### src/hdl/soc_harness_cfg.svh
`ifndef SOC_HARNESS_CFG_SVH
`define SOC_HARNESS_CFG_SVH

// ----------------------------------------
// Bus widths
// ----------------------------------------
`define ADDR_W 32
`define DATA_W 64
`define STRB_W 8

// ----------------------------------------
// Address map
// ----------------------------------------
// Boot ROM region and its distinct words
`define ROM_BASE  32'h0001_0000
`define ROM_LEN   32'h0001_0000
`define ROM_WORDS 16
`define ROM_SIG   32'hB007_0000

// GPIO block is not implemented, its 0x1000 bytes decode as unmapped
`define GPIO_BASE 32'h4000_0000

// Main memory
`define SRAM_BASE  32'h8000_0000
`define SRAM_WORDS 1024

// Boot window before debug requests reach the core
`define DBG_DELAY_CYCLES 50

`endif

### src/hdl/soc_harness_pkg.sv
`default_nettype none

`include "soc_harness_cfg.svh"

package soc_harness_pkg;

  // ----------------------------------------
  // Bus types
  // ----------------------------------------
  typedef logic [`ADDR_W-1:0] addr_t;
  typedef logic [`DATA_W-1:0] data_t;
  typedef logic [`STRB_W-1:0] strb_t;

  // ----------------------------------------
  // Memory indices and counters
  // ----------------------------------------
  // Word index into the boot ROM table
  typedef logic [$clog2(`ROM_WORDS)-1:0] rom_idx_t;

  // Word index into main memory
  typedef logic [$clog2(`SRAM_WORDS)-1:0] sram_idx_t;

  // Debug hold-off counter
  typedef logic [7:0] dly_cnt_t;

  // Target selected by the address map
  typedef enum logic [1:0] {
    REGION_NONE,
    REGION_ROM,
    REGION_SRAM
  } region_e;

endpackage

`default_nettype wire

### src/hdl/debug_req_gate.sv
`timescale 1ns/1ps
`default_nettype none

`include "soc_harness_cfg.svh"

module debug_req_gate (
  input  logic clk_i,
  input  logic rst_ni,
  input  logic dbg_req_i,
  input  logic debug_enable_i,
  output logic core_debug_req_o
);

  soc_harness_pkg::dly_cnt_t cnt_d;
  soc_harness_pkg::dly_cnt_t cnt_q;
  logic                      window_open;

  // ----------------------------------------
  // Boot window counter
  // ----------------------------------------
  // Counts down to zero, then holds
  assign window_open = (cnt_q == '0);
  assign cnt_d       = window_open ? cnt_q : cnt_q - 1'b1;

  // Only power-on reset restarts the window
  always_ff @(posedge clk_i or negedge rst_ni) begin
    if (!rst_ni) begin
      cnt_q <= soc_harness_pkg::dly_cnt_t'(`DBG_DELAY_CYCLES);
    end else begin
      cnt_q <= cnt_d;
    end
  end

  // ----------------------------------------
  // Request gating
  // ----------------------------------------
  // Lets the core run boot code before it can be halted
  assign core_debug_req_o = window_open & debug_enable_i & dbg_req_i;

  // The window never closes again before the next power-on reset
  a_window_stays_open : assert property (
    @(posedge clk_i) disable iff (!rst_ni)
    window_open |=> window_open
  );

endmodule

`default_nettype wire

### config.mk
export PLATFORM = sky130hd
export DESIGN_NAME = debug_req_gate
export DESIGN_NICKNAME = d
export VERILOG_FILES = /design/src/hdl/soc_harness_pkg.sv /design/src/hdl/debug_req_gate.sv
export VERILOG_INCLUDE_DIRS = /design/src /design/src/hdl
export SDC_FILE = /design/constraint.sdc
export NUM_CORES = 1
export LEC_CHECK = 0
export BUFFER_PORTS_ARGS = -buffer_cell sky130_fd_sc_hd__buf_2
export CAP_MARGIN = 0
export CORE_AREA = 2 2 39 41
export CTS_BUF_LIST = sky130_fd_sc_hd__clkbuf_2
export CTS_CLUSTER_SIZE = 10
export DETAILED_ROUTE_END_ITERATION = 10
export DIE_AREA = 0 0 41 43
export MAX_ROUTING_LAYER = met4
export PLACE_DENSITY_LB_ADDON = 0.15
export SETUP_SLACK_MARGIN = 0.5
export SYNTH_ARGS = -nofsm -noshare
export SYNTH_HDL_FRONTEND = slang
export SYNTH_SLANG_ARGS = --single-unit
### constraint.sdc
create_clock -name clk_i -period 1.9 [get_ports clk_i]
set_clock_uncertainty 0.15 [all_clocks]
set_input_delay 0.095 -clock clk_i [delete_from_list [all_inputs] [get_ports clk_i]]
set_output_delay 0.095 -clock clk_i [all_outputs]
set_load 0.01 [all_outputs]
==> flow_summary.ini, run 1 <==
[finish]
top_regs = cnt_q x8
fill_cells = 143
instances_no_fill = 73
stdcell_area_um2 = 649
areaGrowthSynthToFinish_pct = 53.1
largest_register_ffs = 8
fin_nets = 64
drive_above_1_share_pct = 68.4
ff_latch_area_um2 = 205
num_antenna_cells = 0
largest_register = cnt_q
multiInputGateArea_um2 = 259

[synthesis]
ys_warn_count = 0
yosys.area.top_type_share_pct = 29.5
syn-instance-count = 38
ys_ff_latch = 8
async_flop_share_pct = 100
synth_edf_count = 0
synth_cell_types = 19
syn_area_per_cell_um2 = 11.2
synth.cell_area_um2 = 424
synth_top_area_cell = dfrtp_1
yosys-top-cells-count = nor2_1, dfrtp_1, xnor2_1
seq_area_frac_synth_pct = 48.1
synth_area_leaders = dfrtp_1, dfstp_2, xnor2_1
synth-main-ff-cell = dfrtp_1
synth_fp_nets = 44
yosysMostFrequentCell = nor2_1

[worst_setup_path]
crit_path_end_kind = output port
crit_type = flop to output port
cp_max_fo = 2
crit_required_ns = 1.65
cp_data_arrival_time_ns = 1.54
crit_path_start_kind = flop

[drt]
vias_per_cell = 4.58
drc = 0
via_count = 334
dr.pass1.iters = 4
wl_um = 867
ant_nets = 0
drt_iter0_drc = 8
wl_per_cell_um = 11.9

[die]
die_h_um = 43
fp.dieArea_um2 = 1760
dieWidth_um = 41
initial_core_util_pct = 30.7
core_area_um2 = 1380
num_rows = 14
ios = 5

[global_route]
grt_max_degree = 9
gr-total-overflow = 0
grt_pass1_wl_um = 1520
track_usage_pct = 13.8
grt_pass1_vias = 338
antenna_found_initial = 0

[place]
port_buffers = 4
dp.final_hpwl_um = 591
dp.cells = 58
placed_area_um2 = 487
gp_congestion = 0.708

[timing]
finalCriticalPeriod_ns = 1.79
holdWs_ns = 0.0788
slew-limit-headroom_pct = 84.3
finalHoldViolCount = 0
setup_viol = 0
rsz0062_at_grt = yes
post-route-period-util_pct = 94.1
fin_setup_tns_ns = 0
maxSlewViolCount = 0
tightest_slew_ns = 0.234
fmax_ghz = 0.559

[cts]
clock_sinks = 8
cts_root_buf = clkbuf_2
numCtsBuffers = 3
cts_buffer_depth = 2
cts_tree = built
path_clk_slew_ns = 0.09
clock_latency_ns = 0.24
htree_levels = 1

[power_and_ir_drop]
vdd_drop_max_uv = 237
power_mw = 0.301
p_leak_nw = 0.338
power.density_nw_per_um2 = 464

[flow_run]
drv_cap = 0

[min_path]
hold_path_class = primary input to asynchronous set/reset pin

[run_status]
status = completed
==> kinds of logic after synthesis <==
logic type               synth area share [%]
flip-flops                               48.1
AND/OR/NAND/NOR                          20.9
adder cells (fa/ha/maj)                  5.90
XOR/XNOR                                 8.26
buffers and inverters                    5.31
multiplexers                             10.3
AO/OA/AOI/OAI                            1.18
==> area by class of cell <==
type	count	area share [%]
clock buffers	4	3.08
inverters	3	1.73
multi-input cells	26	39.9
flip-flops and latches	8	31.6
well taps	16	3.08
repair buffers	16	20.6
==> per-stage QoR <==
stage               setup WS, ns  utilization [%]
CTS                        0.105             41.1
finish                     0.112             46.9
global placement           0.267             35.2
global route              0.0334             46.9
detailed placement         0.215             35.2
floorplan                  0.377                -
==> power by group <==
part / total, mW / switching, mW / internal, mW
clock: 0.118 / 0.0623 / 0.0560
sequential: 0.170 / 0 / 0.170
combinational: 0.0123 / 0.00538 / 0.00695
total: 0.301 / 0.0677 / 0.233
==> critical path: stages, from the launching register on <==
cell and delay, ns:
dfstp_2 0.55, inv_2 0.05, ha_4 0.15, nor4b_4 0.13
and2_4 0.16, and3_4 0.14, buf_6 0.11
==> routing by layer <==
| layer | GRT usage, % | vias up | wire [µm] |
|---|---|---|---|
| li1 | - | 163 | - |
| met4 | 10.0 | 0 | 8 |
| met3 | 4.71 | 2 | 22 |
| met5 | - | - | 0 |
| met2 | 18.8 | 5 | 454 |
| met1 | 16.3 | 164 | 381 |
==> final timing paths <==
path	end	slack [ns]	cells past startpoint	startpoint
min in group clk_i	core_debug_req_o	0.37	3	dbg_req_i
worst max-delay path	core_debug_req_o	0.11	6	cnt_q[1]$_DFFE_PN1P_
worst max register to register	cnt_q[0]$_DFFE_PN0P_	0.12	8	cnt_q[1]$_DFFE_PN1P_
worst min register to register	cnt_q[7]$_DFFE_PN0P_	0.46	1	cnt_q[7]$_DFFE_PN0P_
max in group asynchronous	cnt_q[5]$_DFFE_PN1P_	1.28	2	rst_ni
worst min-delay path	cnt_q[7]$_DFFE_PN0P_	0.08	2	rst_ni
==> placed cells by master (no fill, tap or decap), types with 2 or more instances in the layout <==
cell type / n
inv_2: 2
nor2_1: 2
xnor2_1: 3
buf_2: 3
dfrtp_1: 4
mux2_2: 2
clkbuf_2: 4
buf_4: 7
dfstp_2: 3
buf_6: 5
nor2_2: 4
==> repair_timing <==
action,CTS,global route
cloned,0,0
pin swaps,0,2
gates resized for setup,4,11
hold buffers,1,0
buffers inserted,5,5
endpoints found under the setup margin,9,9
hold endpoints to repair,8,0
Note: power is estimated with default switching activity, not from simulation.
==> run 2: changes to the inputs <==
HOLD_SLACK_MARGIN = 0.06   (was default)
RECOVER_POWER = 50   (was default)
==> flow_summary.ini, run 2 (synthesized netlist as in run 1, its figures left out) <==
[finish]
multiInputGateArea_um2 = 259
areaGrowthSynthToFinish_pct = 52.8
fin_nets = 64
instances_no_fill = 73
fill_cells = 143
mostFrequentLayoutCells = buf_4, buf_6, nor2_2, clkbuf_2, dfrtp_1
final_common_cell = buf_4
num_antenna_cells = 0
drive_above_1_share_pct = 66.7
stdcell_area_um2 = 648
largest_register = cnt_q
ff_latch_area_um2 = 205
top_regs = cnt_q x8
largest_register_ffs = 8

[drt]
ant_nets = 0
wl_um = 867
dr.pass1.iters = 4
via_count = 334
drt_iter0_drc = 8
drc = 0
wl_per_cell_um = 11.9
vias_per_cell = 4.58

[cts]
path_clk_slew_ns = 0.09
cts_tree = built
numCtsBuffers = 3
cts_buffer_depth = 2
clock_latency_ns = 0.24
cts_root_buf = clkbuf_2
htree_levels = 1
clock_sinks = 8

[die]
initial_core_util_pct = 30.7
num_rows = 14
dieWidth_um = 41
core_area_um2 = 1380
ios = 5
fp.dieArea_um2 = 1760
die_h_um = 43

[power_and_ir_drop]
p_leak_nw = 0.335
power.density_nw_per_um2 = 464
vdd_drop_max_uv = 237

[global_route]
grt_pass1_wl_um = 1520
grt_max_degree = 9
track_usage_pct = 13.8
grt_pass1_vias = 338
antenna_found_initial = 0
gr-total-overflow = 0

[min_path]
hold_path_class = primary input to asynchronous set/reset pin

[place]
dp.cells = 58
dp_slack_ns = 0.215
dp.final_hpwl_um = 591
gp_congestion = 0.708
placed_area_um2 = 487
port_buffers = 4

[run_status]
status = completed

[worst_setup_path]
crit_type = flop to output port
cp_max_fo = 2
cp_data_arrival_time_ns = 1.54
crit_path_start_kind = flop
crit_required_ns = 1.65
crit_path_end_kind = output port

[timing]
rsz0062_at_grt = yes
tightest_slew_ns = 0.438
fmax_ghz = 0.559
finalCriticalPeriod_ns = 1.79
slew-limit-headroom_pct = 70.8
setup_viol = 0
finalHoldViolCount = 0
post-route-period-util_pct = 94.1
fin_setup_tns_ns = 0
maxSlewViolCount = 0
worst_slack_ns = 0.112

[flow_run]
drv_cap = 0
## run 2: cell types whose count changed in the layout (fill, tap and decap cells not counted), sizes merged
cell / delta
clkbuf: +1
buf: -1
## run 2: layout make-up
cell class	count	share of cell area (%)
repair buffers	16	20.5
flip-flops and latches	8	31.7
well taps	16	3.09
clock buffers	4	3.09
inverters	3	1.74
multi-input cells	26	40.0
## run 2: path summary, 6_finish.rpt
path,startpoint,to,slack [ns],cells past startpoint
min,rst_ni,cnt_q[7]$_DFFE_PN0P_,0.16,2
min in group clk_i,dbg_req_i,core_debug_req_o,0.37,3
max in group asynchronous,rst_ni,cnt_q[5]$_DFFE_PN1P_,1.10,2
max,cnt_q[1]$_DFFE_PN1P_,core_debug_req_o,0.11,6
max reg2reg,cnt_q[1]$_DFFE_PN1P_,cnt_q[0]$_DFFE_PN0P_,0.12,8
min reg2reg,cnt_q[7]$_DFFE_PN0P_,cnt_q[7]$_DFFE_PN0P_,0.46,1
## run 2: power by group
| part | internal [mW] | switching, mW | total [mW] |
|---|---|---|---|
| sequential | 0.170 | 0 | 0.170 |
| combinational | 0.00663 | 0.00542 | 0.0121 |
| clock | 0.0560 | 0.0623 | 0.118 |
| total | 0.233 | 0.0677 | 0.301 |
## run 2: what timing repair did
action / CTS / global route
resized for setup: 4 / 11
pin swaps: 0 / 2
hold buffers: 1 / 0
setup endpoints to repair: 9 / 9
hold endpoints to repair: 8 / 0
setup buffers: 5 / 5
## run 2: stage by stage
stage	hold slack, ns	power, mW	utilization, %
finish	0.157	0.301	46.8
global route	0.193	0.315	46.8
CTS	0.0717	0.303	41.1
detailed placement	-0.203	0.183	35.2
global placement	-0.206	0.183	35.2
floorplan	-0.351	0.176	-
## run 2: per-layer routing
metal  up-vias  global-route usage, %  part of all wire [%]
li1        163                      -                     -
met1       164                   16.3                    44
met2         5                   18.8                    52
met3         2                   4.71                   2.5
met4         0                   10.0                  0.92
met5         -                      -                     0
## run 2: critical path: stages, from the launching register on
cell and delay, ns:
dfstp_2 0.55, inv_2 0.05, ha_4 0.15, nor4b_4 0.13, and2_4 0.16, and3_4 0.14, buf_6 0.11
==> run 3: changes to the inputs <==
RECOVER_POWER = 100   (was 50)
==> flow_summary.ini, run 3 (synthesized netlist as in run 1, its figures left out) <==
[place]
placed_area_um2 = 487
gp_congestion = 0.708
port_buffers = 4
dp.final_hpwl_um = 591

[drt]
drt_iter0_drc = 7
drc = 0
vias_per_cell = 4.56
dr.pass1.iters = 2
ant_nets = 0
wl_per_cell_um = 12.0
wl_um = 876
via_count = 333

[finish]
final_common_cell = buf_4
largest_register_ffs = 8
drive_above_1_share_pct = 63.2
top_regs = cnt_q x8
fin_nets = 64
mostFrequentLayoutCells = buf_4, buf_6, nor2_2, clkbuf_2, dfrtp_1
fill_cells = 145
areaGrowthSynthToFinish_pct = 50.1
largest_register = cnt_q
num_antenna_cells = 0
final_util_pct = 46.0
multiInputGateArea_um2 = 248
stdcell_area_um2 = 637
ff_latch_area_um2 = 205

[timing]
fmax_ghz = 0.556
fin_setup_tns_ns = 0
maxSlewViolCount = 0
setup_viol = 0
finalHoldViolCount = 0
slew-limit-headroom_pct = 71.2
tightest_slew_ns = 0.432
finalCriticalPeriod_ns = 1.80
post-route-period-util_pct = 94.7
rsz0062_at_grt = yes

[power_and_ir_drop]
p_sw_mw = 0.0674
power.density_nw_per_um2 = 472
p_sw_share_pct = 22.5
power.clock.fraction_pct = 39.3
vdd_drop_max_uv = 237
p_leak_nw = 0.330
p_int_mw = 0.233
p_seq_share_pct = 56.7
combPwrFrac_pct = 4.0

[global_route]
gr-total-overflow = 0
antenna_found_initial = 0
track_usage_pct = 13.8
grt_max_degree = 9
grt_pass1_vias = 338
grt_pass1_wl_um = 1520

[cts]
htree_levels = 1
path_clk_slew_ns = 0.09
numCtsBuffers = 3
cts_root_buf = clkbuf_2
clock_latency_ns = 0.24
cts_buffer_depth = 2
cts_tree = built
clock_sinks = 8

[min_path]
hold_path_class = primary input to asynchronous set/reset pin

[die]
ios = 5
dieWidth_um = 41
fp.dieArea_um2 = 1760
initial_core_util_pct = 30.7
num_rows = 14
core_area_um2 = 1380
die_h_um = 43

[worst_setup_path]
critPathSlowestCell = dfstp_1
crit_path_start_kind = flop
crit_required_ns = 1.65
worstPathCellList = inv_2, ha_4, nor4b_4, and2_4, and3_4, buf_6
crit_type = flop to output port
crit_path_max_incr_delay_ns = 0.55
cp_data_arrival_time_ns = 1.56
cp_max_fo = 2
crit_path_end_kind = output port
rr_worst_depth = 8

[flow_run]
drv_cap = 0

[run_status]
status = completed
[run 3: changes by cell type in the layout (fill, tap and decap cells not counted), sizes merged]
cell / change
buf: -1
clkbuf: +1
[run 3: stage by stage]
stage	hold slack, ns	total power [mW]	cells	setup WS [ns]
detailed placement	-0.203	0.183	58	0.215
CTS	0.0717	0.303	68	0.105
global placement	-0.206	0.183	58	0.267
finish	0.156	0.300	73	0.100
global route	0.194	0.315	73	0.0186
floorplan	-0.351	0.176	38	0.377
[run 3: worst max-delay path, delay by kind of cell, from the launching register on]
kind	cells	cell delay (ns)
simple gates	3	0.43
buf+inv	2	0.17
flops	1	0.55
fa+ha+maj	1	0.16
[run 3: power by group through the flow]
stage | Combinational, mW | Clock, mW | Sequential (mW)
global route | 0.0134 | 0.131 | 0.170
CTS | 0.0127 | 0.120 | 0.170
floorplan | 0.00237 | 0 | 0.174
global placement | 0.00932 | 0 | 0.174
finish | 0.0120 | 0.118 | 0.170
detailed placement | 0.00959 | 0 | 0.174
[run 3: path summary, 6_finish.rpt]
check	startpoint	to	slack (ns)
min in group clk_i	dbg_req_i	core_debug_req_o	0.37
min reg2reg	cnt_q[7]$_DFFE_PN0P_	cnt_q[7]$_DFFE_PN0P_	0.46
min	rst_ni	cnt_q[7]$_DFFE_PN0P_	0.16
max	cnt_q[1]$_DFFE_PN1P_	core_debug_req_o	0.1
max reg2reg	cnt_q[1]$_DFFE_PN1P_	cnt_q[0]$_DFFE_PN0P_	0.11
max in group asynchronous	rst_ni	cnt_q[5]$_DFFE_PN1P_	1.11
[run 3: repair_timing]
| action | in CTS | in global routing |
|---|---|---|
| gates cloned | 0 | 0 |
| hold endpoints to repair | 8 | 0 |
| setup buffers | 5 | 5 |
| hold buffers | 1 | 0 |
| setup endpoints to repair | 9 | 9 |
| pin swaps | 0 | 2 |
| resized for setup | 4 | 11 |
[run 3: final cells by class]
class,instances,area share (%)
timing repair buffer,16,20.8
sequential,8,32.2
tap,16,3.14
inverter,3,1.77
clock buffer,4,3.14
multi-input combinational,26,38.9
[run 3: metal layers]
metal | track usage (%) | vias to the layer above | routed length, µm
met5 | - | - | 0
met4 | 10.0 | 0 | 8
met3 | 4.71 | 2 | 20
met2 | 18.8 | 3 | 460
met1 | 16.3 | 166 | 385
li1 | - | 162 | -
