--- src/hdl/soc_harness_cfg.svh ---
`ifndef SOC_HARNESS_CFG_SVH
`define SOC_HARNESS_CFG_SVH

// ----------------------------------------
// Bus widths
// ----------------------------------------
`define ADDR_W 32
`define DATA_W 64
`define STRB_W 8

// ----------------------------------------
// Address map
// ----------------------------------------
// Boot ROM region and its distinct words
`define ROM_BASE  32'h0001_0000
`define ROM_LEN   32'h0001_0000
`define ROM_WORDS 16
`define ROM_SIG   32'hB007_0000

// GPIO block is not implemented, its 0x1000 bytes decode as unmapped
`define GPIO_BASE 32'h4000_0000

// Main memory
`define SRAM_BASE  32'h8000_0000
`define SRAM_WORDS 1024

// Boot window before debug requests reach the core
`define DBG_DELAY_CYCLES 50

`endif

--- src/hdl/soc_harness_pkg.sv ---
`default_nettype none

`include "soc_harness_cfg.svh"

package soc_harness_pkg;

  // ----------------------------------------
  // Bus types
  // ----------------------------------------
  typedef logic [`ADDR_W-1:0] addr_t;
  typedef logic [`DATA_W-1:0] data_t;
  typedef logic [`STRB_W-1:0] strb_t;

  // ----------------------------------------
  // Memory indices and counters
  // ----------------------------------------
  // Word index into the boot ROM table
  typedef logic [$clog2(`ROM_WORDS)-1:0] rom_idx_t;

  // Word index into main memory
  typedef logic [$clog2(`SRAM_WORDS)-1:0] sram_idx_t;

  // Debug hold-off counter
  typedef logic [7:0] dly_cnt_t;

  // Target selected by the address map
  typedef enum logic [1:0] {
    REGION_NONE,
    REGION_ROM,
    REGION_SRAM
  } region_e;

endpackage

`default_nettype wire

--- src/hdl/bus_addr_decode.sv ---
`timescale 1ns/1ps
`default_nettype none

`include "soc_harness_cfg.svh"

module bus_addr_decode (
  input  logic                   clk_i,
  input  logic                   rst_ni,
  input  logic                   req_i,
  input  logic                   we_i,
  input  soc_harness_pkg::addr_t addr_i,
  input  soc_harness_pkg::data_t rom_rdata_i,
  input  soc_harness_pkg::data_t sram_rdata_i,
  output logic                   rom_req_o,
  output logic                   sram_req_o,
  output logic                   rsp_valid_o,
  output logic                   rsp_err_o,
  output soc_harness_pkg::data_t rdata_o
);

  // Region bounds, end addresses exclusive
  localparam soc_harness_pkg::addr_t rom_base  = `ROM_BASE;
  localparam soc_harness_pkg::addr_t rom_end   = `ROM_BASE + `ROM_LEN;
  localparam soc_harness_pkg::addr_t sram_base = `SRAM_BASE;
  localparam soc_harness_pkg::addr_t sram_end  = `SRAM_BASE + (`SRAM_WORDS * `STRB_W);

  soc_harness_pkg::region_e region_d;
  soc_harness_pkg::region_e region_q;
  logic                     req_acc;
  logic                     we_q;
  logic                     valid_q;

  // ----------------------------------------
  // Address map
  // ----------------------------------------
  // GPIO and anything else falls through to REGION_NONE
  always_comb begin
    region_d = soc_harness_pkg::REGION_NONE;
    if (addr_i >= rom_base && addr_i < rom_end) begin
      region_d = soc_harness_pkg::REGION_ROM;
    end else if (addr_i >= sram_base && addr_i < sram_end) begin
      region_d = soc_harness_pkg::REGION_SRAM;
    end
  end

  // Requests are only taken once the system is out of reset
  assign req_acc = req_i & rst_ni;

  // ROM is read-only so writes never reach it
  assign rom_req_o  = req_acc & ~we_i & (region_d == soc_harness_pkg::REGION_ROM);
  assign sram_req_o = req_acc & (region_d == soc_harness_pkg::REGION_SRAM);

  // ----------------------------------------
  // Response pipeline
  // ----------------------------------------
  always_ff @(posedge clk_i or negedge rst_ni) begin
    if (!rst_ni) begin
      valid_q  <= 1'b0;
      we_q     <= 1'b0;
      region_q <= soc_harness_pkg::REGION_NONE;
    end else begin
      valid_q <= req_acc;
      if (req_acc) begin
        we_q     <= we_i;
        region_q <= region_d;
      end
    end
  end

  assign rsp_valid_o = valid_q;
  assign rsp_err_o   = valid_q & (region_q == soc_harness_pkg::REGION_NONE);

  // Read data from the slave picked last cycle, zero for writes and errors
  always_comb begin
    rdata_o = '0;
    if (valid_q && !we_q) begin
      case (region_q)
        soc_harness_pkg::REGION_ROM:  rdata_o = rom_rdata_i;
        soc_harness_pkg::REGION_SRAM: rdata_o = sram_rdata_i;
        default:                      rdata_o = '0;
      endcase
    end
  end

  // ----------------------------------------
  // Checks
  // ----------------------------------------
  a_one_slave : assert property (
    @(posedge clk_i) !(rom_req_o && sram_req_o)
  );

  // Fixed one-cycle latency, no back-pressure
  a_rsp_next_cycle : assert property (
    @(posedge clk_i) disable iff (!rst_ni)
    req_i |=> rsp_valid_o
  );

endmodule

`default_nettype wire

--- config.mk ---
export PLATFORM = sky130hd
export DESIGN_NAME = bus_addr_decode
export DESIGN_NICKNAME = d
export VERILOG_FILES = /design/src/hdl/soc_harness_pkg.sv /design/src/hdl/bus_addr_decode.sv
export VERILOG_INCLUDE_DIRS = /design/src /design/src/hdl
export SDC_FILE = /design/constraint.sdc
export NUM_CORES = 1
export LEC_CHECK = 0
export BUFFER_PORTS_ARGS = -buffer_cell sky130_fd_sc_hd__buf_4
export CORE_AREA = 3 3 89 91
export CTS_CLUSTER_SIZE = 30
export DETAILED_ROUTE_END_ITERATION = 8
export DIE_AREA = 0 0 92 94
export MAX_ROUTING_LAYER = met4
export PLACE_DENSITY_LB_ADDON = 0.12
export SYNTH_ARGS = -nofsm -noshare
export SYNTH_HDL_FRONTEND = slang
export SYNTH_SLANG_ARGS = --single-unit
--- constraint.sdc ---
create_clock -name clk_i -period 2.67 [get_ports clk_i]
set_clock_uncertainty 0.15 [all_clocks]
set_input_delay 0.534 -clock clk_i [delete_from_list [all_inputs] [get_ports clk_i]]
set_output_delay 0.534 -clock clk_i [all_outputs]
set_load 0.05 [all_outputs]
==> flow_results.xml, run 1 <==
<?xml version="1.0" encoding="UTF-8"?>
<metrics>
  <group name="run_status">
    <metric name="run_status" unit="">finished, final reports clean</metric>
  </group>
  <group name="yosys">
    <metric name="synth_area_per_cell" unit="um2">6.17</metric>
    <metric name="post-synth-top-area-cell" unit="">a22oi_1</metric>
    <metric name="async_reset_ff_share" unit="%">100</metric>
    <metric name="ys.warnings.count" unit="">0</metric>
    <metric name="primary_ff_master_synth" unit="">dfrtp_1</metric>
    <metric name="synth_top_cell_area_share" unit="%">44.0</metric>
    <metric name="post_synth_num_cell_types" unit="">18</metric>
    <metric name="seq_area_frac_synth" unit="%">9.16</metric>
    <metric name="mappedNetlistArea" unit="um2">1090</metric>
    <metric name="synth_enable_flop_cells" unit="">0</metric>
    <metric name="ys_ff_latch" unit="">4</metric>
    <metric name="synth.area.top_cells" unit="">a22oi_1 44%, nor2_1 22%, dfrtp_1 9.2%</metric>
    <metric name="synth_most_common_cell" unit="">nor2_1</metric>
    <metric name="yosys-top-cells-count" unit="">65 x nor2_1, 64 x a22oi_1, 12 x buf_2, 5 x buf_1</metric>
    <metric name="mappedNetlistNets" unit="">344</metric>
    <metric name="cells_after_synth" unit="">177</metric>
  </group>
  <group name="place">
    <metric name="finalWeightedCongestion" unit="">0.667</metric>
    <metric name="number_of_cells_in_the_design_after_placement" unit="">479</metric>
    <metric name="place.port_buffers" unit="">218</metric>
    <metric name="place_hpwl" unit="um">5450</metric>
  </group>
  <group name="global_route">
    <metric name="grt_max_degree" unit="">40</metric>
    <metric name="global_route.overflow_total" unit="">0</metric>
    <metric name="grt_antenna_before_repair" unit="">0</metric>
    <metric name="via_count_of_the_first_global_routing_pass" unit="">2009</metric>
    <metric name="global_route_wire_length_before_repair" unit="um">9930</metric>
    <metric name="global_route.usage.total" unit="%">14.2</metric>
  </group>
  <group name="clocking">
    <metric name="htree_levels" unit="">1</metric>
    <metric name="clock_path_buffers" unit="">2</metric>
    <metric name="worstSkewPairLatency" unit="ps">210</metric>
    <metric name="cts_sinks" unit="">4</metric>
    <metric name="inserted_clock_buffers" unit="">3</metric>
    <metric name="tritoncts" unit="">yes</metric>
    <metric name="cts_root_buffer" unit="">clkbuf_8</metric>
    <metric name="clk_pin_slew" unit="ps">30</metric>
  </group>
  <group name="critical_path">
    <metric name="crit_path_max_delay_family" unit="">buffers and inverters</metric>
    <metric name="worst-path-buf-inv" unit="">3</metric>
    <metric name="worst-path-max-fanout" unit="">8</metric>
    <metric name="timing.critical_path.to" unit="">rom_req_o</metric>
    <metric name="crit_path_start" unit="">rst_ni</metric>
    <metric name="worstSetupPathDepth" unit="">5</metric>
    <metric name="rrSetupSlack" unit="ps">1740</metric>
    <metric name="cell_occurring_most_often_along_the_worst_timing_path" unit="">buf_4</metric>
    <metric name="worst-setup-path-type" unit="">input pin to primary output</metric>
    <metric name="critical_path.cell_chain" unit="">dlygate4sd3_1 &gt; buf_4 &gt; nand2_2 &gt; nor4_2 &gt; buf_4</metric>
    <metric name="regToRegEndpoint" unit="">we_q$_DFFE_PN0P_</metric>
    <metric name="worst_setup_path_end_kind" unit="">primary output</metric>
    <metric name="reg2reg_depth" unit="">1</metric>
    <metric name="critical_path.reg2reg.startpoint" unit="">we_q$_DFFE_PN0P_</metric>
    <metric name="cp_slowest_stage_delay" unit="ps">520</metric>
    <metric name="start_kind" unit="">input pin</metric>
    <metric name="cp_data_arrival_time" unit="ps">1840</metric>
    <metric name="timing.critical_path.required" unit="ps">1990</metric>
    <metric name="critPathSlowestCell" unit="">dlygate4sd3_1</metric>
  </group>
  <group name="hold_path">
    <metric name="worst_hold_path_type" unit="">flop to flop</metric>
    <metric name="min-delay-start" unit="">we_q$_DFFE_PN0P_</metric>
  </group>
  <group name="drt">
    <metric name="final_wl" unit="um">6920</metric>
    <metric name="drt-pass1-iter-count" unit="">4</metric>
    <metric name="drt-initial-drc-count" unit="">77</metric>
    <metric name="avgViaCountPerCell" unit="">4.43</metric>
    <metric name="routed_via_count" unit="">2141</metric>
    <metric name="antenna_violating_nets_post_route" unit="">0</metric>
    <metric name="routed_wire_length_per_instance" unit="um">14.3</metric>
    <metric name="drc" unit="">0</metric>
  </group>
  <group name="cells_and_area">
    <metric name="layout.nets" unit="">553</metric>
    <metric name="layout.cells.non_filler" unit="">483</metric>
    <metric name="share_of_layout_cells_above_drive_strength_1" unit="%">61.2</metric>
    <metric name="fill_cells" unit="">772</metric>
    <metric name="n_antenna_cell" unit="">0</metric>
    <metric name="synthToLayoutAreaGrowth" unit="%">164</metric>
    <metric name="multiInputGateArea" unit="um2">906</metric>
    <metric name="seq_area" unit="um2">100</metric>
  </group>
  <group name="power">
    <metric name="netSwitchingPower" unit="uW">75.4</metric>
    <metric name="vdd_ir_drop_max" unit="mV">0.138</metric>
    <metric name="p_total" unit="uW">379</metric>
    <metric name="internal-power" unit="uW">304</metric>
    <metric name="switching_fraction" unit="%">19.9</metric>
    <metric name="power_frac_seq" unit="%">17.3</metric>
    <metric name="share_clk_of_total_power" unit="%">32.8</metric>
    <metric name="p_comb_share" unit="%">49.8</metric>
    <metric name="p_leak" unit="nW">1.29</metric>
    <metric name="power.density_cell_area" unit="nW/um2">131</metric>
  </group>
  <group name="timing">
    <metric name="post-route-period-util" unit="%">94.4</metric>
    <metric name="slew_viol_final" unit="">0</metric>
    <metric name="max-slew-margin-rel" unit="%">72.5</metric>
    <metric name="worst_slew_pin_slew" unit="ps">412</metric>
    <metric name="hold_slack" unit="ps">349</metric>
    <metric name="setup-tns-final" unit="ps">0</metric>
    <metric name="hold_violations" unit="">0</metric>
    <metric name="rsz0062_at_grt" unit="">no</metric>
    <metric name="fmax" unit="GHz">0.397</metric>
    <metric name="finalWorstPathRequiredPeriod" unit="ps">2520</metric>
    <metric name="report.final.setup_viol" unit="">0</metric>
  </group>
  <group name="die">
    <metric name="placeableCoreArea" unit="um2">7210</metric>
    <metric name="die_height" unit="um">94</metric>
    <metric name="boundaryPins" unit="">232</metric>
    <metric name="std_cell_rows" unit="">31</metric>
    <metric name="die-area" unit="um2">8650</metric>
    <metric name="die-width" unit="um">92</metric>
    <metric name="start_util" unit="%">15.1</metric>
  </group>
  <group name="run">
    <metric name="max_cap_viols" unit="">0</metric>
  </group>
</metrics>
flip-flops by register name, summed over array words and instances, names as in the netlist:
register and cells:
we_q 1, rsp_valid_o 1, region_q 2
layout by cell type, fill, tap and decap left out, drive strengths merged:
master       instances
clkbuf               3
dfrtp                4
nand3b               2
ha                   3
nand2b               1
mux2                 1
nor3                 2
and2                 1
nor4                 4
a22oi               64
nand4                1
nor2                65
inv                  3
o31ai                2
dlygate4sd3          1
buf                224
nand2                3
power groups by stage:
| stage | combinational, mW | sequential [mW] | clock [mW] |
|---|---|---|---|
| 4_1_cts | 0.190 | 0.0658 | 0.130 |
| 2_1_floorplan | 0.0111 | 0.0686 | 0 |
| 3_3_place_gp | 0.185 | 0.0661 | 0 |
| 5_1_grt | 0.203 | 0.0661 | 0.131 |
| 6_report | 0.189 | 0.0657 | 0.124 |
| 3_5_place_dp | 0.189 | 0.0665 | 0 |
per-layer routing:
layer,track usage (%),up-vias,wire (um),part of all wire [%]
met3,3.29,4,747,11
met1,16.4,936,2590,37
met2,25.5,131,3560,51
met4,2.48,0,30,0.43
li1,-,1070,-,-
met5,-,-,0,0
per-stage QoR:
step | worst slack (ps) | cell area, um2 | util, %
floorplan | 37.0 | 1100 | -
finish | 149 | 2890 | 40.0
global placement | 320 | 2830 | 39.3
CTS | 36.3 | 2880 | 40.0
global route | 52.7 | 2890 | 40.0
detailed placement | 300 | 2830 | 39.3
timing repair:
action	4_1_cts	5_1_grt
setup buffers	0	0
hold buffers	1	0
resized for setup	0	1
endpoints found under the setup margin	0	1
endpoints found under the hold margin	4	0
final cells by class:
type / instances / area share, %
clock buffer: 3 / 1.43
tap: 99 / 4.29
sequential: 4 / 3.47
inverter: 3 / 0.390
timing repair buffer: 225 / 59.0
multi-input combinational: 149 / 31.4
logic make-up (layout without fill, tap and decap cells):
| family | after synthesis | after routing | synth area share, % |
|---|---|---|---|
| compound gates | 66 | 66 | 45.4 |
| fa+ha+maj | 3 | 3 | 3.44 |
| buf+inv | 24 | 231 | 9.62 |
| flops | 4 | 4 | 9.16 |
| mux | 1 | 1 | 1.03 |
| simple gates | 79 | 79 | 31.4 |
how the worst min path moves through the flow:
stage                                    endpoint  slack [ps]  cells after the start
after global routing             we_q$_DFFE_PN0P_         380                      1
final                            we_q$_DFFE_PN0P_         350                      1
after CTS                        we_q$_DFFE_PN0P_         360                      1
after global placement    region_q[1]$_DFFE_PN0P_         190                      1
after floorplan           region_q[0]$_DFFE_PN0P_          90                      0
after detailed placement  region_q[1]$_DFFE_PN0P_         190                      1
(Power assumes the default switching activity.)
==> inputs of run 2 (changes only) <==
Settings changed: CORE_AREA 3 3 89 91 to 3 3 90 92, DIE_AREA 0 0 92 94 to 0 0 93 95.
Clock period 2.67 ns to 2.8 ns, I/O delays scaled along.
==> flow_results.xml, run 2 (synthesis gave the netlist of run 1 again) <==
<?xml version="1.0" encoding="UTF-8"?>
<metrics>
  <group name="cells_and_area">
    <metric name="layout.nets" unit="">553</metric>
    <metric name="fill_cells" unit="">760</metric>
    <metric name="layout.cells.non_filler" unit="">483</metric>
    <metric name="regMostFlops" unit="">region_q</metric>
    <metric name="synthToLayoutAreaGrowth" unit="%">165</metric>
    <metric name="design_area" unit="um2">2900</metric>
    <metric name="largest_register_ff_count" unit="">2</metric>
    <metric name="share_of_layout_cells_above_drive_strength_1" unit="%">60.9</metric>
    <metric name="n_antenna_cell" unit="">0</metric>
    <metric name="mostFrequentLayoutCells" unit="">222 x buf_4, 65 x nor2_1, 64 x a22oi_1, 4 x nor4_2, 4 x dfrtp_1</metric>
    <metric name="final_common_cell" unit="">buf_4</metric>
  </group>
  <group name="timing">
    <metric name="report.final.setup_viol" unit="">0</metric>
    <metric name="fmax" unit="GHz">0.379</metric>
    <metric name="worst_slew_pin_slew" unit="ps">385</metric>
    <metric name="setup-tns-final" unit="ps">0</metric>
    <metric name="rsz0062_at_grt" unit="">no</metric>
    <metric name="slew_viol_final" unit="">0</metric>
    <metric name="finalWorstSetupSlack" unit="ps">159</metric>
    <metric name="post-route-period-util" unit="%">94.3</metric>
    <metric name="hold_violations" unit="">0</metric>
    <metric name="finalWorstPathRequiredPeriod" unit="ps">2640</metric>
    <metric name="max-slew-margin-rel" unit="%">74.3</metric>
  </group>
  <group name="power">
    <metric name="power.density_cell_area" unit="nW/um2">125</metric>
    <metric name="vdd_ir_drop_max" unit="mV">0.141</metric>
    <metric name="share_clk_of_total_power" unit="%">33.0</metric>
    <metric name="p_leak" unit="nW">1.29</metric>
    <metric name="p_comb_share" unit="%">49.7</metric>
    <metric name="internal-power" unit="uW">289</metric>
    <metric name="switching_fraction" unit="%">19.9</metric>
    <metric name="power_frac_seq" unit="%">17.3</metric>
    <metric name="p_total" unit="uW">361</metric>
    <metric name="netSwitchingPower" unit="uW">71.7</metric>
  </group>
  <group name="critical_path">
    <metric name="worst-setup-path-type" unit="">input pin to primary output</metric>
    <metric name="start_kind" unit="">input pin</metric>
    <metric name="timing.critical_path.to" unit="">rom_req_o</metric>
    <metric name="worst-path-max-fanout" unit="">8</metric>
    <metric name="cp_data_arrival_time" unit="ps">1930</metric>
    <metric name="worst_setup_path_end_kind" unit="">primary output</metric>
    <metric name="rrSetupSlack" unit="ps">1870</metric>
    <metric name="regToRegEndpoint" unit="">we_q$_DFFE_PN0P_</metric>
    <metric name="reg2reg_depth" unit="">1</metric>
    <metric name="critical_path.reg2reg.startpoint" unit="">we_q$_DFFE_PN0P_</metric>
    <metric name="crit_path_start" unit="">rst_ni</metric>
    <metric name="timing.critical_path.required" unit="ps">2090</metric>
  </group>
  <group name="clocking">
    <metric name="clk_pin_slew" unit="ps">30</metric>
    <metric name="clock_path_buffers" unit="">2</metric>
    <metric name="worstSkewPairLatency" unit="ps">220</metric>
    <metric name="cts_sinks" unit="">4</metric>
    <metric name="cts_hold_buf" unit="">1</metric>
    <metric name="cts_setup_buffers" unit="">0</metric>
    <metric name="htree_levels" unit="">1</metric>
    <metric name="cts_root_buffer" unit="">clkbuf_8</metric>
    <metric name="tritoncts" unit="">yes</metric>
    <metric name="cts-resized-gates" unit="">0</metric>
    <metric name="inserted_clock_buffers" unit="">3</metric>
  </group>
  <group name="die">
    <metric name="std_cell_rows" unit="">31</metric>
    <metric name="die-area" unit="um2">8840</metric>
    <metric name="die-width" unit="um">93</metric>
    <metric name="placeableCoreArea" unit="um2">7290</metric>
    <metric name="boundaryPins" unit="">232</metric>
    <metric name="die_height" unit="um">95</metric>
    <metric name="start_util" unit="%">15.0</metric>
  </group>
  <group name="place">
    <metric name="place_hpwl" unit="um">5300</metric>
    <metric name="dp_slack" unit="ps">400</metric>
    <metric name="place.port_buffers" unit="">218</metric>
    <metric name="number_of_cells_in_the_design_after_placement" unit="">479</metric>
    <metric name="finalWeightedCongestion" unit="">0.724</metric>
    <metric name="placement.cell_area" unit="um2">2850</metric>
  </group>
  <group name="global_route">
    <metric name="global_route.usage.total" unit="%">13.6</metric>
    <metric name="global_route.overflow_total" unit="">0</metric>
    <metric name="grt_antenna_before_repair" unit="">0</metric>
    <metric name="global_route_wire_length_before_repair" unit="um">9600</metric>
    <metric name="via_count_of_the_first_global_routing_pass" unit="">2019</metric>
    <metric name="grt_max_degree" unit="">49</metric>
  </group>
  <group name="drt">
    <metric name="final_wl" unit="um">6600</metric>
    <metric name="drc" unit="">0</metric>
    <metric name="routed_wire_length_per_instance" unit="um">13.7</metric>
    <metric name="antenna_violating_nets_post_route" unit="">0</metric>
    <metric name="routed_via_count" unit="">2151</metric>
    <metric name="avgViaCountPerCell" unit="">4.45</metric>
    <metric name="drt-pass1-iter-count" unit="">4</metric>
    <metric name="drt-initial-drc-count" unit="">54</metric>
  </group>
  <group name="hold_path">
    <metric name="worst_hold_path_type" unit="">flop to flop</metric>
  </group>
  <group name="run_status">
    <metric name="run_status" unit="">finished, final reports clean</metric>
  </group>
  <group name="run">
    <metric name="max_cap_viols" unit="">0</metric>
  </group>
</metrics>
## run 2: cell types whose count changed in the layout (fill, tap and decap cells not counted)
| cell | previous run | this run |
|---|---|---|
| nand2_2 | 1 | 0 |
| buf_4 | 223 | 222 |
| nand2_1 | 2 | 3 |
| buf_12 | 1 | 2 |
## run 2: layout make-up
class	count	area, um2	share of cell area, %
Multi-Input combinational cell	149	903	31.2
Sequential cell	4	100	3.46
Timing Repair Buffer	225	1720	59.3
Clock buffer	3	41.3	1.43
Inverter	3	11.3	0.389
Tap cell	99	124	4.28
## run 2: worst min path at each step
stage,start,endpoint,slack [ps],cells past startpoint
floorplan,rst_ni,region_q[0]$_DFFE_PN0P_,110,0
global placement,rst_ni,region_q[1]$_DFFE_PN0P_,220,1
detailed placement,rst_ni,region_q[1]$_DFFE_PN0P_,220,1
CTS,we_q$_DFFE_PN0P_,we_q$_DFFE_PN0P_,340,1
global route,we_q$_DFFE_PN0P_,we_q$_DFFE_PN0P_,360,1
finish,we_q$_DFFE_PN0P_,we_q$_DFFE_PN0P_,340,1
## run 2: per-stage QoR
| step | utilization, % | hold WS [ps] |
|---|---|---|
| 2_1_floorplan | - | 114 |
| 3_3_place_gp | 39.0 | 216 |
| 3_5_place_dp | 39.0 | 217 |
| 4_1_cts | 39.7 | 341 |
| 5_1_grt | 39.7 | 358 |
| 6_report | 39.7 | 342 |
## run 2: worst max-delay path: stages
cell and delay [ps]:
dlygate4sd3_1 520, buf_4 140, nand2_1 180, nor4_2 290, buf_4 240
## run 2: metal layers
layer  track usage, %  wire length [um]  vias up
met5                -                 0        -
met4             2.20                21        0
met3             3.59               830        4
met2             25.1              3410      132
met1             14.7              2340      946
li1                 -                 -     1069
## run 2: power groups by stage
| stage | Combinational, mW | Sequential, mW | Clock [mW] |
|---|---|---|---|
| after floorplan | 0.0106 | 0.0654 | 0 |
| after global placement | 0.176 | 0.0631 | 0 |
| after detailed placement | 0.179 | 0.0632 | 0 |
| after CTS | 0.181 | 0.0626 | 0.123 |
| after global routing | 0.193 | 0.0628 | 0.127 |
| final | 0.179 | 0.0626 | 0.119 |
